`src/rammodel_pkg.sv`:
```
package rammodel_pkg;

    localparam int ADDR_WIDTH = 8;
    localparam int DATA_WIDTH = 32;
    localparam int ID_WIDTH = 4;

    // tracker limit on outstanding transactions.
    localparam int MAX_INFLIGHT = 4;

    // timing model delays in target clock cycles.
    localparam int R_DELAY = 25;
    localparam int W_DELAY = 3;

    // word index comes from address bits 5:2.
    localparam int MEM_WORDS = 16;

    typedef enum logic {
        op_read  = 1'b0,
        op_write = 1'b1
    } a_op_e;

    typedef enum logic [1:0] {
        be_idle,
        be_wait_data,
        be_respond
    } backend_state_e;

endpackage

```
`src/rammodel_backend.sv`:
```
`timescale 1ns/100ps

module rammodel_backend (
    input  logic                                target_clk,
    input  logic                                rst,
    input  logic                                a_valid,
    output logic                                a_ready,
    input  rammodel_pkg::a_op_e                 a_op,
    input  logic [rammodel_pkg::ID_WIDTH-1:0]   a_id,
    input  logic [rammodel_pkg::ADDR_WIDTH-1:0] a_addr,
    input  logic                                bw_valid,
    output logic                                bw_ready,
    input  logic [rammodel_pkg::DATA_WIDTH-1:0] bw_data,
    input  logic                                rreq_valid,
    input  logic [rammodel_pkg::ID_WIDTH-1:0]   rreq_id,
    input  logic                                breq_valid,
    input  logic [rammodel_pkg::ID_WIDTH-1:0]   breq_id,
    output logic                                be_bvalid,
    input  logic                                be_bready,
    output logic [rammodel_pkg::ID_WIDTH-1:0]   be_bid,
    output logic                                be_rvalid,
    input  logic                                be_rready,
    output logic [rammodel_pkg::ID_WIDTH-1:0]   be_rid,
    output logic [rammodel_pkg::DATA_WIDTH-1:0] be_rdata
);

    rammodel_pkg::backend_state_e               state;
    rammodel_pkg::a_op_e                        op_q;
    logic [rammodel_pkg::ID_WIDTH-1:0]          id_q;
    logic [$clog2(rammodel_pkg::MEM_WORDS)-1:0] idx_q;
    logic [rammodel_pkg::DATA_WIDTH-1:0]        mem [rammodel_pkg::MEM_WORDS];
    logic [2**rammodel_pkg::ID_WIDTH-1:0]       done_q;
    logic [2**rammodel_pkg::ID_WIDTH-1:0]       seen_q;
    logic [2**rammodel_pkg::ID_WIDTH-1:0]       is_rd_q;
    logic [rammodel_pkg::DATA_WIDTH-1:0]        slot_data [2**rammodel_pkg::ID_WIDTH];
    logic [2**rammodel_pkg::ID_WIDTH-1:0]       b_cand;
    logic [2**rammodel_pkg::ID_WIDTH-1:0]       r_cand;
    logic [rammodel_pkg::ID_WIDTH-1:0]          b_pick;
    logic [rammodel_pkg::ID_WIDTH-1:0]          r_pick;
    logic                                       b_load;
    logic                                       r_load;

    assign a_ready = state == rammodel_pkg::be_idle;
    assign bw_ready = state == rammodel_pkg::be_wait_data;

    // a slot may leave once the access is done and its strobe has come.
    assign b_cand = done_q & seen_q & ~is_rd_q;
    assign r_cand = done_q & seen_q & is_rd_q;
    assign b_load = !be_bvalid && (|b_cand);
    assign r_load = !be_rvalid && (|r_cand);

    // lowest ready id first.
    always_comb begin
        b_pick = '0;
        r_pick = '0;
        for (int i = 2**rammodel_pkg::ID_WIDTH - 1; i >= 0; i--) begin
            if (b_cand[i]) begin
                b_pick = i[rammodel_pkg::ID_WIDTH-1:0];
            end
            if (r_cand[i]) begin
                r_pick = i[rammodel_pkg::ID_WIDTH-1:0];
            end
        end
    end

    always_ff @(posedge target_clk) begin
        if (rst) begin
            state <= rammodel_pkg::be_idle;
            for (int i = 0; i < rammodel_pkg::MEM_WORDS; i++) begin
                mem[i] <= '0;
            end
        end else begin
            case (state)
                rammodel_pkg::be_idle: begin
                    if (a_valid && a_op == rammodel_pkg::op_write) begin
                        state <= rammodel_pkg::be_wait_data;
                    end else if (a_valid) begin
                        state <= rammodel_pkg::be_respond;
                    end
                end
                rammodel_pkg::be_wait_data: begin
                    if (bw_valid) begin
                        mem[idx_q] <= bw_data;
                        state <= rammodel_pkg::be_respond;
                    end
                end
                default: begin
                    state <= rammodel_pkg::be_idle;
                end
            endcase
        end
    end

    always_ff @(posedge target_clk) begin
        if (rst) begin
            done_q <= '0;
            seen_q <= '0;
            be_bvalid <= 1'b0;
            be_rvalid <= 1'b0;
        end else begin
            if (b_load) begin
                done_q[b_pick] <= 1'b0;
                seen_q[b_pick] <= 1'b0;
            end
            if (r_load) begin
                done_q[r_pick] <= 1'b0;
                seen_q[r_pick] <= 1'b0;
            end
            if (rreq_valid) begin
                seen_q[rreq_id] <= 1'b1;
            end
            if (breq_valid) begin
                seen_q[breq_id] <= 1'b1;
            end
            if (state == rammodel_pkg::be_respond) begin
                done_q[id_q] <= 1'b1;
            end
            if (b_load) begin
                be_bvalid <= 1'b1;
            end else if (be_bready) begin
                be_bvalid <= 1'b0;
            end
            if (r_load) begin
                be_rvalid <= 1'b1;
            end else if (be_rready) begin
                be_rvalid <= 1'b0;
            end
        end
    end

    always_ff @(posedge target_clk) begin
        if (a_valid && a_ready) begin
            op_q <= a_op;
            id_q <= a_id;
            idx_q <= a_addr[$clog2(rammodel_pkg::MEM_WORDS)+1:2];
        end
        if (state == rammodel_pkg::be_respond) begin
            is_rd_q[id_q] <= op_q == rammodel_pkg::op_read;
            slot_data[id_q] <= mem[idx_q];
        end
        if (b_load) begin
            be_bid <= b_pick;
        end
        if (r_load) begin
            be_rid <= r_pick;
            be_rdata <= slot_data[r_pick];
        end
    end

endmodule

```
`src/rammodel_frontend.sv`:
```
`timescale 1ns/100ps

module rammodel_frontend (
    input  logic                                target_clk,
    input  logic                                rst,
    input  logic                                awvalid,
    output logic                                awready,
    input  logic [rammodel_pkg::ID_WIDTH-1:0]   awid,
    input  logic [rammodel_pkg::ADDR_WIDTH-1:0] awaddr,
    input  logic                                wvalid,
    output logic                                wready,
    input  logic [rammodel_pkg::DATA_WIDTH-1:0] wdata,
    input  logic                                wlast,
    output logic                                bvalid,
    input  logic                                bready,
    output logic [rammodel_pkg::ID_WIDTH-1:0]   bid,
    output logic [1:0]                          bresp,
    input  logic                                arvalid,
    output logic                                arready,
    input  logic [rammodel_pkg::ID_WIDTH-1:0]   arid,
    input  logic [rammodel_pkg::ADDR_WIDTH-1:0] araddr,
    output logic                                rvalid,
    input  logic                                rready,
    output logic [rammodel_pkg::ID_WIDTH-1:0]   rid,
    output logic [rammodel_pkg::DATA_WIDTH-1:0] rdata,
    output logic [1:0]                          rresp,
    output logic                                rlast,
    output logic                                a_valid,
    input  logic                                a_ready,
    output rammodel_pkg::a_op_e                 a_op,
    output logic [rammodel_pkg::ID_WIDTH-1:0]   a_id,
    output logic [rammodel_pkg::ADDR_WIDTH-1:0] a_addr,
    output logic                                bw_valid,
    input  logic                                bw_ready,
    output logic [rammodel_pkg::DATA_WIDTH-1:0] bw_data,
    input  logic                                be_bvalid,
    output logic                                be_bready,
    input  logic [rammodel_pkg::ID_WIDTH-1:0]   be_bid,
    input  logic                                be_rvalid,
    output logic                                be_rready,
    input  logic [rammodel_pkg::ID_WIDTH-1:0]   be_rid,
    input  logic [rammodel_pkg::DATA_WIDTH-1:0] be_rdata,
    output logic                                rreq_valid,
    output logic [rammodel_pkg::ID_WIDTH-1:0]   rreq_id,
    output logic                                breq_valid,
    output logic [rammodel_pkg::ID_WIDTH-1:0]   breq_id
);

    logic trk_awvalid, trk_awready;
    logic trk_wvalid, trk_wready;
    logic trk_arvalid, trk_arready;
    logic trk_bvalid, trk_bready;
    logic trk_rvalid, trk_rready;
    logic tm_awvalid, tm_awready;
    logic tm_wvalid, tm_wready;
    logic tm_arvalid, tm_arready;

    // request channels go to the timing model and the tracker.
    ready_valid_fork #(.BRANCHES(2)) fork_aw (
        .target_clk, .rst,
        .s_valid (awvalid),
        .s_ready (awready),
        .m_valid ({tm_awvalid, trk_awvalid}),
        .m_ready ({tm_awready, trk_awready})
    );

    ready_valid_fork #(.BRANCHES(2)) fork_w (
        .target_clk, .rst,
        .s_valid (wvalid),
        .s_ready (wready),
        .m_valid ({tm_wvalid, trk_wvalid}),
        .m_ready ({tm_wready, trk_wready})
    );

    ready_valid_fork #(.BRANCHES(2)) fork_ar (
        .target_clk, .rst,
        .s_valid (arvalid),
        .s_ready (arready),
        .m_valid ({tm_arvalid, trk_arvalid}),
        .m_ready ({tm_arready, trk_arready})
    );

    rammodel_tracker tracker_i (
        .target_clk, .rst,
        .awvalid (trk_awvalid), .awready (trk_awready), .awid, .awaddr,
        .wvalid  (trk_wvalid),  .wready  (trk_wready),  .wdata,
        .arvalid (trk_arvalid), .arready (trk_arready), .arid, .araddr,
        .bvalid  (trk_bvalid),  .bready  (trk_bready),
        .rvalid  (trk_rvalid),  .rready  (trk_rready),
        .a_valid, .a_ready, .a_op, .a_id, .a_addr,
        .bw_valid, .bw_ready, .bw_data
    );

    rammodel_tm_fixed timing_model_i (
        .target_clk, .rst,
        .arvalid (tm_arvalid), .arready (tm_arready), .arid,
        .awvalid (tm_awvalid), .awready (tm_awready), .awid,
        .wvalid  (tm_wvalid),  .wready  (tm_wready),  .wlast,
        .rreq_valid, .rreq_id, .breq_valid, .breq_id
    );

    // responses go back to the target and retire in the tracker.
    ready_valid_fork #(.BRANCHES(2)) fork_b (
        .target_clk, .rst,
        .s_valid (be_bvalid),
        .s_ready (be_bready),
        .m_valid ({bvalid, trk_bvalid}),
        .m_ready ({bready, trk_bready})
    );

    ready_valid_fork #(.BRANCHES(2)) fork_r (
        .target_clk, .rst,
        .s_valid (be_rvalid),
        .s_ready (be_rready),
        .m_valid ({rvalid, trk_rvalid}),
        .m_ready ({rready, trk_rready})
    );

    assign bid = be_bid;
    assign bresp = 2'b00;
    assign rid = be_rid;
    assign rdata = be_rdata;
    assign rresp = 2'b00;
    assign rlast = 1'b1;

endmodule

```
`src/rammodel_tm_fixed.sv`:
```
`timescale 1ns/100ps

module rammodel_tm_fixed (
    input  logic                              target_clk,
    input  logic                              rst,
    input  logic                              arvalid,
    output logic                              arready,
    input  logic [rammodel_pkg::ID_WIDTH-1:0] arid,
    input  logic                              awvalid,
    output logic                              awready,
    input  logic [rammodel_pkg::ID_WIDTH-1:0] awid,
    input  logic                              wvalid,
    output logic                              wready,
    input  logic                              wlast,
    output logic                              rreq_valid,
    output logic [rammodel_pkg::ID_WIDTH-1:0] rreq_id,
    output logic                              breq_valid,
    output logic [rammodel_pkg::ID_WIDTH-1:0] breq_id
);

    logic [rammodel_pkg::R_DELAY-1:0]  rd_v;
    logic [rammodel_pkg::ID_WIDTH-1:0] rd_id [rammodel_pkg::R_DELAY];
    logic [rammodel_pkg::W_DELAY-1:0]  wd_v;
    logic [rammodel_pkg::ID_WIDTH-1:0] wd_id [rammodel_pkg::W_DELAY];
    logic                              aw_held;
    logic                              w_held;
    logic [rammodel_pkg::ID_WIDTH-1:0] aw_id_q;
    logic                              ar_hs;
    logic                              aw_hs;
    logic                              w_hs;
    logic                              pair;
    logic [rammodel_pkg::ID_WIDTH-1:0] pair_id;

    // one read enters the line per cycle, so it never fills.
    assign arready = 1'b1;

    // hold off the side that is already waiting for its partner.
    assign awready = !aw_held;
    assign wready = !w_held;

    assign ar_hs = arvalid && arready;
    assign aw_hs = awvalid && awready;
    assign w_hs = wvalid && wready && wlast;
    assign pair = (aw_held || aw_hs) && (w_held || w_hs);
    assign pair_id = aw_held ? aw_id_q : awid;

    always_ff @(posedge target_clk) begin
        if (rst) begin
            rd_v <= '0;
            wd_v <= '0;
            aw_held <= 1'b0;
            w_held <= 1'b0;
            rreq_valid <= 1'b0;
            breq_valid <= 1'b0;
        end else begin
            rd_v <= {rd_v[rammodel_pkg::R_DELAY-2:0], ar_hs};
            wd_v <= {wd_v[rammodel_pkg::W_DELAY-2:0], pair};
            // output register makes the pulse land exactly on the delay.
            rreq_valid <= rd_v[rammodel_pkg::R_DELAY-1];
            breq_valid <= wd_v[rammodel_pkg::W_DELAY-1];
            if (pair) begin
                aw_held <= 1'b0;
                w_held <= 1'b0;
            end else begin
                if (aw_hs) begin
                    aw_held <= 1'b1;
                end
                if (w_hs) begin
                    w_held <= 1'b1;
                end
            end
        end
    end

    always_ff @(posedge target_clk) begin
        rd_id[0] <= arid;
        for (int i = 1; i < rammodel_pkg::R_DELAY; i++) begin
            rd_id[i] <= rd_id[i-1];
        end
        wd_id[0] <= pair_id;
        for (int i = 1; i < rammodel_pkg::W_DELAY; i++) begin
            wd_id[i] <= wd_id[i-1];
        end
        rreq_id <= rd_id[rammodel_pkg::R_DELAY-1];
        breq_id <= wd_id[rammodel_pkg::W_DELAY-1];
        if (aw_hs) begin
            aw_id_q <= awid;
        end
    end

endmodule

```
`src/rammodel_top.sv`:
```
`timescale 1ns/100ps

module rammodel_top (
    input  logic                                target_clk,
    input  logic                                rst,
    input  logic                                awvalid,
    output logic                                awready,
    input  logic [rammodel_pkg::ID_WIDTH-1:0]   awid,
    input  logic [rammodel_pkg::ADDR_WIDTH-1:0] awaddr,
    input  logic                                wvalid,
    output logic                                wready,
    input  logic [rammodel_pkg::DATA_WIDTH-1:0] wdata,
    input  logic                                wlast,
    output logic                                bvalid,
    input  logic                                bready,
    output logic [rammodel_pkg::ID_WIDTH-1:0]   bid,
    output logic [1:0]                          bresp,
    input  logic                                arvalid,
    output logic                                arready,
    input  logic [rammodel_pkg::ID_WIDTH-1:0]   arid,
    input  logic [rammodel_pkg::ADDR_WIDTH-1:0] araddr,
    output logic                                rvalid,
    input  logic                                rready,
    output logic [rammodel_pkg::ID_WIDTH-1:0]   rid,
    output logic [rammodel_pkg::DATA_WIDTH-1:0] rdata,
    output logic [1:0]                          rresp,
    output logic                                rlast
);

    // back-end request and write data.
    logic                                a_valid;
    logic                                a_ready;
    rammodel_pkg::a_op_e                 a_op;
    logic [rammodel_pkg::ID_WIDTH-1:0]   a_id;
    logic [rammodel_pkg::ADDR_WIDTH-1:0] a_addr;
    logic                                bw_valid;
    logic                                bw_ready;
    logic [rammodel_pkg::DATA_WIDTH-1:0] bw_data;

    // back-end responses.
    logic                                be_bvalid;
    logic                                be_bready;
    logic [rammodel_pkg::ID_WIDTH-1:0]   be_bid;
    logic                                be_rvalid;
    logic                                be_rready;
    logic [rammodel_pkg::ID_WIDTH-1:0]   be_rid;
    logic [rammodel_pkg::DATA_WIDTH-1:0] be_rdata;

    // release strobes from the timing model.
    logic                                rreq_valid;
    logic [rammodel_pkg::ID_WIDTH-1:0]   rreq_id;
    logic                                breq_valid;
    logic [rammodel_pkg::ID_WIDTH-1:0]   breq_id;

    rammodel_frontend frontend_i (.*);

    rammodel_backend backend_i (.*);

endmodule

```
`src/rammodel_tracker.sv`:
```
`timescale 1ns/100ps

module rammodel_tracker (
    input  logic                                target_clk,
    input  logic                                rst,
    input  logic                                awvalid,
    output logic                                awready,
    input  logic [rammodel_pkg::ID_WIDTH-1:0]   awid,
    input  logic [rammodel_pkg::ADDR_WIDTH-1:0] awaddr,
    input  logic                                wvalid,
    output logic                                wready,
    input  logic [rammodel_pkg::DATA_WIDTH-1:0] wdata,
    input  logic                                arvalid,
    output logic                                arready,
    input  logic [rammodel_pkg::ID_WIDTH-1:0]   arid,
    input  logic [rammodel_pkg::ADDR_WIDTH-1:0] araddr,
    input  logic                                bvalid,
    output logic                                bready,
    input  logic                                rvalid,
    output logic                                rready,
    output logic                                a_valid,
    input  logic                                a_ready,
    output rammodel_pkg::a_op_e                 a_op,
    output logic [rammodel_pkg::ID_WIDTH-1:0]   a_id,
    output logic [rammodel_pkg::ADDR_WIDTH-1:0] a_addr,
    output logic                                bw_valid,
    input  logic                                bw_ready,
    output logic [rammodel_pkg::DATA_WIDTH-1:0] bw_data
);

    typedef logic [$clog2(rammodel_pkg::MAX_INFLIGHT+1)-1:0] count_t;

    count_t count;
    logic   full;
    logic   slot_free;
    logic   aw_hs;
    logic   ar_hs;
    logic   b_hs;
    logic   r_hs;

    assign full = int'(count) >= rammodel_pkg::MAX_INFLIGHT;
    assign slot_free = !a_valid || a_ready;

    // writes win when both address channels are pending.
    assign awready = !full && slot_free;
    assign arready = !full && slot_free && !awvalid;

    assign aw_hs = awvalid && awready;
    assign ar_hs = arvalid && arready;
    assign b_hs = bvalid && bready;
    assign r_hs = rvalid && rready;

    // responses are never stalled on this side.
    assign bready = 1'b1;
    assign rready = 1'b1;

    // single beat writes, so data goes straight to the back end.
    assign bw_valid = wvalid;
    assign wready = bw_ready;
    assign bw_data = wdata;

    always_ff @(posedge target_clk) begin
        if (rst) begin
            a_valid <= 1'b0;
            count <= '0;
        end else begin
            if (aw_hs || ar_hs) begin
                a_valid <= 1'b1;
            end else if (a_ready) begin
                a_valid <= 1'b0;
            end
            count <= count + count_t'(aw_hs || ar_hs) - count_t'(b_hs) - count_t'(r_hs);
        end
    end

    always_ff @(posedge target_clk) begin
        if (aw_hs) begin
            a_op <= rammodel_pkg::op_write;
            a_id <= awid;
            a_addr <= awaddr;
        end else if (ar_hs) begin
            a_op <= rammodel_pkg::op_read;
            a_id <= arid;
            a_addr <= araddr;
        end
    end

endmodule

```
`src/ready_valid_fork.sv`:
```
`timescale 1ns/100ps

module ready_valid_fork #(
    parameter int BRANCHES = 2
) (
    input  logic                target_clk,
    input  logic                rst,
    input  logic                s_valid,
    output logic                s_ready,
    output logic [BRANCHES-1:0] m_valid,
    input  logic [BRANCHES-1:0] m_ready
);

    logic [BRANCHES-1:0] done;
    logic [BRANCHES-1:0] taken;

    // a branch has the item if it took it earlier or takes it now.
    assign taken = done | (m_valid & m_ready);
    assign s_ready = &taken;
    assign m_valid = {BRANCHES{s_valid}} & ~done;

    always_ff @(posedge target_clk) begin
        if (rst) begin
            done <= '0;
        end else if (s_valid && s_ready) begin
            done <= '0;
        end else if (s_valid) begin
            done <= taken;
        end
    end

endmodule

```
`config.mk`:
```
export PLATFORM = sky130hd
export DESIGN_NAME = rammodel_top
export DESIGN_NICKNAME = d
export VERILOG_FILES = /design/src/rammodel_pkg.sv /design/src/rammodel_backend.sv /design/src/rammodel_frontend.sv /design/src/rammodel_tm_fixed.sv /design/src/rammodel_top.sv /design/src/rammodel_tracker.sv /design/src/ready_valid_fork.sv
export SDC_FILE = /design/constraint.sdc
export NUM_CORES = 1
export LEC_CHECK = 0
export BUFFER_PORTS_ARGS = -buffer_cell sky130_fd_sc_hd__buf_2
export CAP_MARGIN = 15
export CORE_MARGIN = 2
export CORE_UTILIZATION = 40
export DETAILED_ROUTE_END_ITERATION = 8
export SLEW_MARGIN = 10
export SYNTH_ARGS = -nofsm -noshare
export SYNTH_HDL_FRONTEND = slang
export SYNTH_SLANG_ARGS = --single-unit
```
`constraint.sdc`:
```
create_clock -name target_clk -period 4.4 [get_ports target_clk]
set_input_delay 1.32 -clock target_clk [delete_from_list [all_inputs] [get_ports target_clk]]
set_output_delay 1.32 -clock target_clk [all_outputs]
set_load 0.01 [all_outputs]
```
==> results.md <==
* First-pass GRT wire length at 186.5 mm
* Final setup margin at 765.8 ps
* WS Path Type: reg -> out
* Clk buf depth at 3
* CP Capture Type: output port
* IO Pins at 114
* Setup TNS at 0 ps
* Outcome: complete, no violations
* Die ar. at 130400 um2
* Root buffer cell: clkbuf_16
* Power Total at 27.88 mW
* WL met2 at 63.24 mm
* Fin crit period at 3634 ps
* Final GP Congestion at 0.8564
* Placed Area at 54060 um2
* CP arrival at 2310 ps
* Dominant synthesized flop cell: edfxtp_1
* Routed WL per cell at 25.79 um
* Syn Std Cell Area at 51020 um2
* Sequential share of the synthesized area at 72.93%
* Fmax at 275.2 MHz
* Met1 wire length at 51.94 mm
* Worst min path class: reg -> reg
* Sw power at 6.525 mW
* Gr usage total at 19.65%
* Static leakage at 20.05 nW
* Final std cells w/o fill at 4965
* Final HPWL DP at 73.46 mm
* Setup bufs post-CTS at 0
* Fill count at 10850
* Syn Inst Count at 3055
* Post-CTS Hold Buffers at 0
* Worst Clk Skew at 39.28 ps
* Final Cycle Share at 82.59%
* Slew margin rel. at 28.26%
* Power Density at 478.0 nW/um2
* Router iterations before antenna repair at 7
* WL final at 128.0 mm
* DR vias at 27470
* Max H-tree Level at 4
* Layout Utilization at 45.91%
* Int Pwr at 21.36 mW
* Clk_lat worst skew at 760 ps
* VDD IR max at 0.4020 mV
* Highest routed metal layer: met5
* Core box area at 127000 um2
* CP required at 3080 ps
* Vias in the first global route at 27710
* # port buffers at 100
* Largest net degree at the start of global routing at 71
* Synth warn at 0
* Reg clk slew, reported paths at 60 ps
* Initial antenna violation count at 16
* Average size of a mapped cell at 16.70 um2
* CTS buffer count at 135
* Final Setup Violations at 0
* Final Max Slew Viols at 0
* Combinational power share at 8.3%
* Die Width at 361.1 um
* Critical path startpoint category: flip-flop
* Post-synth EDFFs at 1101
* Actual slew at the worst max-slew pin at 1071 ps
* Starting DRT DRC Count at 2534
* Placed Cells at 4714
* CTS tree: done
* Routed Antenna Nets at 0
* Hold Slack at 316.3 ps
* Die extent in y at 361.1 um
* Layout cells sized above 1 at 20.81%
* RSZ-0062 raised after global routing: no
* Synth unique cells at 73
* Worst slack, placed at 665.2 ps
* Global route overflow at 0
* Max-Cap Viols at 0
* Crit Path Max Fanout at 6
* Cts repair resizes at 0
* Area grow syn2layout at 14.32%
* Final Hold Vio Count at 0
* Clock network fraction of total power at 39.5%
* Starting density of the core at 40.16%
* Switching Fraction at 23.40%
* Site row count at 131
* Ys async rst share at 0%
* Sequential share of power at 52.2%
* Clock Sinks at 1308
* Nets at 3257
* Final instance area at 58320 um2
* Drc violations at 0
* Routed vias/inst at 5.534
* #FFs+latches synth at 1308
* Met3 routed WL at 9.576 mm
[state kept, by name (all words and copies together) (netlist names), 12 cells and up, named ones only]
signal	count
frontend_i.timing_model_i.rd_v	25
backend_i.mem	512
backend_i.slot_data	512
backend_i.is_rd_q	16
backend_i.seen_q	16
frontend_i.timing_model_i.rd_id	100
backend_i.be_rdata	32
frontend_i.timing_model_i.wd_id	12
backend_i.done_q	16
[cells in the final DEF, fill, tap and decap left out, types with 27 or more instances in the layout]
master and n:
edfxtp_1 1101, and2_1 518, dfxtp_1 203, mux4_2 160, clkbuf_16 138, a221oi_1 99, buf_2 99, buf_4 93
nor3_1 78, a221o_1 60, nor2_1 57, mux2_2 50, a22oi_1 48, nand2_1 43, nor2b_1 41, nand3b_1 40
a22o_1 38, clkbuf_1 36, a222oi_1 31, nor2_4 27
[area by class of cell]
cell class	count	area, um2	share of cell area [%]
flip-flops and latches	1308	37220	63.81
multi-input cells	1515	13180	22.60
clock buffers	179	3657	6.271
well taps	1662	2079	3.565
repair buffers	207	1494	2.561
clock inverters	66	595.6	1.021
inverters	22	82.58	0.1416
diodes	6	15.01	0.02574
[power by group through the flow]
| stage | logic, mW | clock network, mW | registers, mW |
|---|---|---|---|
| after floorplan | 1.48 | 0 | 14.6 |
| after global placement | 2.27 | 0 | 14.8 |
| after detailed placement | 2.32 | 0 | 14.8 |
| after CTS | 2.33 | 11.2 | 14.6 |
| after global routing | 2.45 | 11.7 | 14.6 |
| final | 2.31 | 11.0 | 14.6 |
[cell families after synthesis]
logic type,Yosys count,share of synthesized area [%]
mux,212,8.206
flops,1308,72.93
fa+ha+maj,4,0.1128
buf+inv,235,1.822
xor+xnor,2,0.03434
other cells,2,0.01472
compound gates,368,6.210
simple gates,924,10.67
[layer usage]
metal | vias up | GRT usage, %
met1 | 14050 | 25.43
met4 | 18 | 5.973
li1 | 12200 | -
met2 | 974 | 33.06
met5 | - | 0
met3 | 228 | 4.342
[worst paths after layout]
kind	start	slack (ps)	to	depth (start not counted)
max	backend_i.state[0]	770	arready	6
min	frontend_i.timing_model_i.rd_id[0][1]	320	frontend_i.timing_model_i.rd_id[1][1]	0
max reg2reg	backend_i.seen_q[11]	900	backend_i.be_rdata[21]	9
min reg2reg	frontend_i.timing_model_i.rd_id[0][1]	320	frontend_i.timing_model_i.rd_id[1][1]	0
[critical path, cell delays in order (launching register included)]
cell and delay, ps:
dfxtp_1 360, o21ai_0 340, nor2b_1 250, and4b_1 300, nor2_1 80, nor2_1 110
buf_2 140
[Yosys cell counts (8+ instances only)]
library cell,count,area [um2]
nor2_1,84,315.3
a221o_1,60,600.6
inv_1,21,78.83
clkbuf_2,8,40.04
nand2b_1,20,125.1
buf_1,13,48.80
nand3_1,22,110.1
o21ai_0,8,40.04
edfxtp_1,1101,33060
nor3b_1,8,60.06
and3_1,13,81.33
buf_2,15,75.07
mux4_2,160,3603
nor3_1,86,430.4
nor2b_1,41,256.5
nand3b_1,40,300.3
clkbuf_1,172,645.6
or3_1,8,50.05
a22oi_1,48,360.4
dfxtp_1,207,4144
a221oi_1,99,867.1
a22o_1,38,332.8
and2_1,518,3241
a222oi_1,31,310.3
mux2_2,50,563.0
or2_2,17,106.4
o2bb2ai_1,8,70.07
nand2_1,44,165.2
a21oi_1,17,85.08
Power figures use the tool's default switching activity.
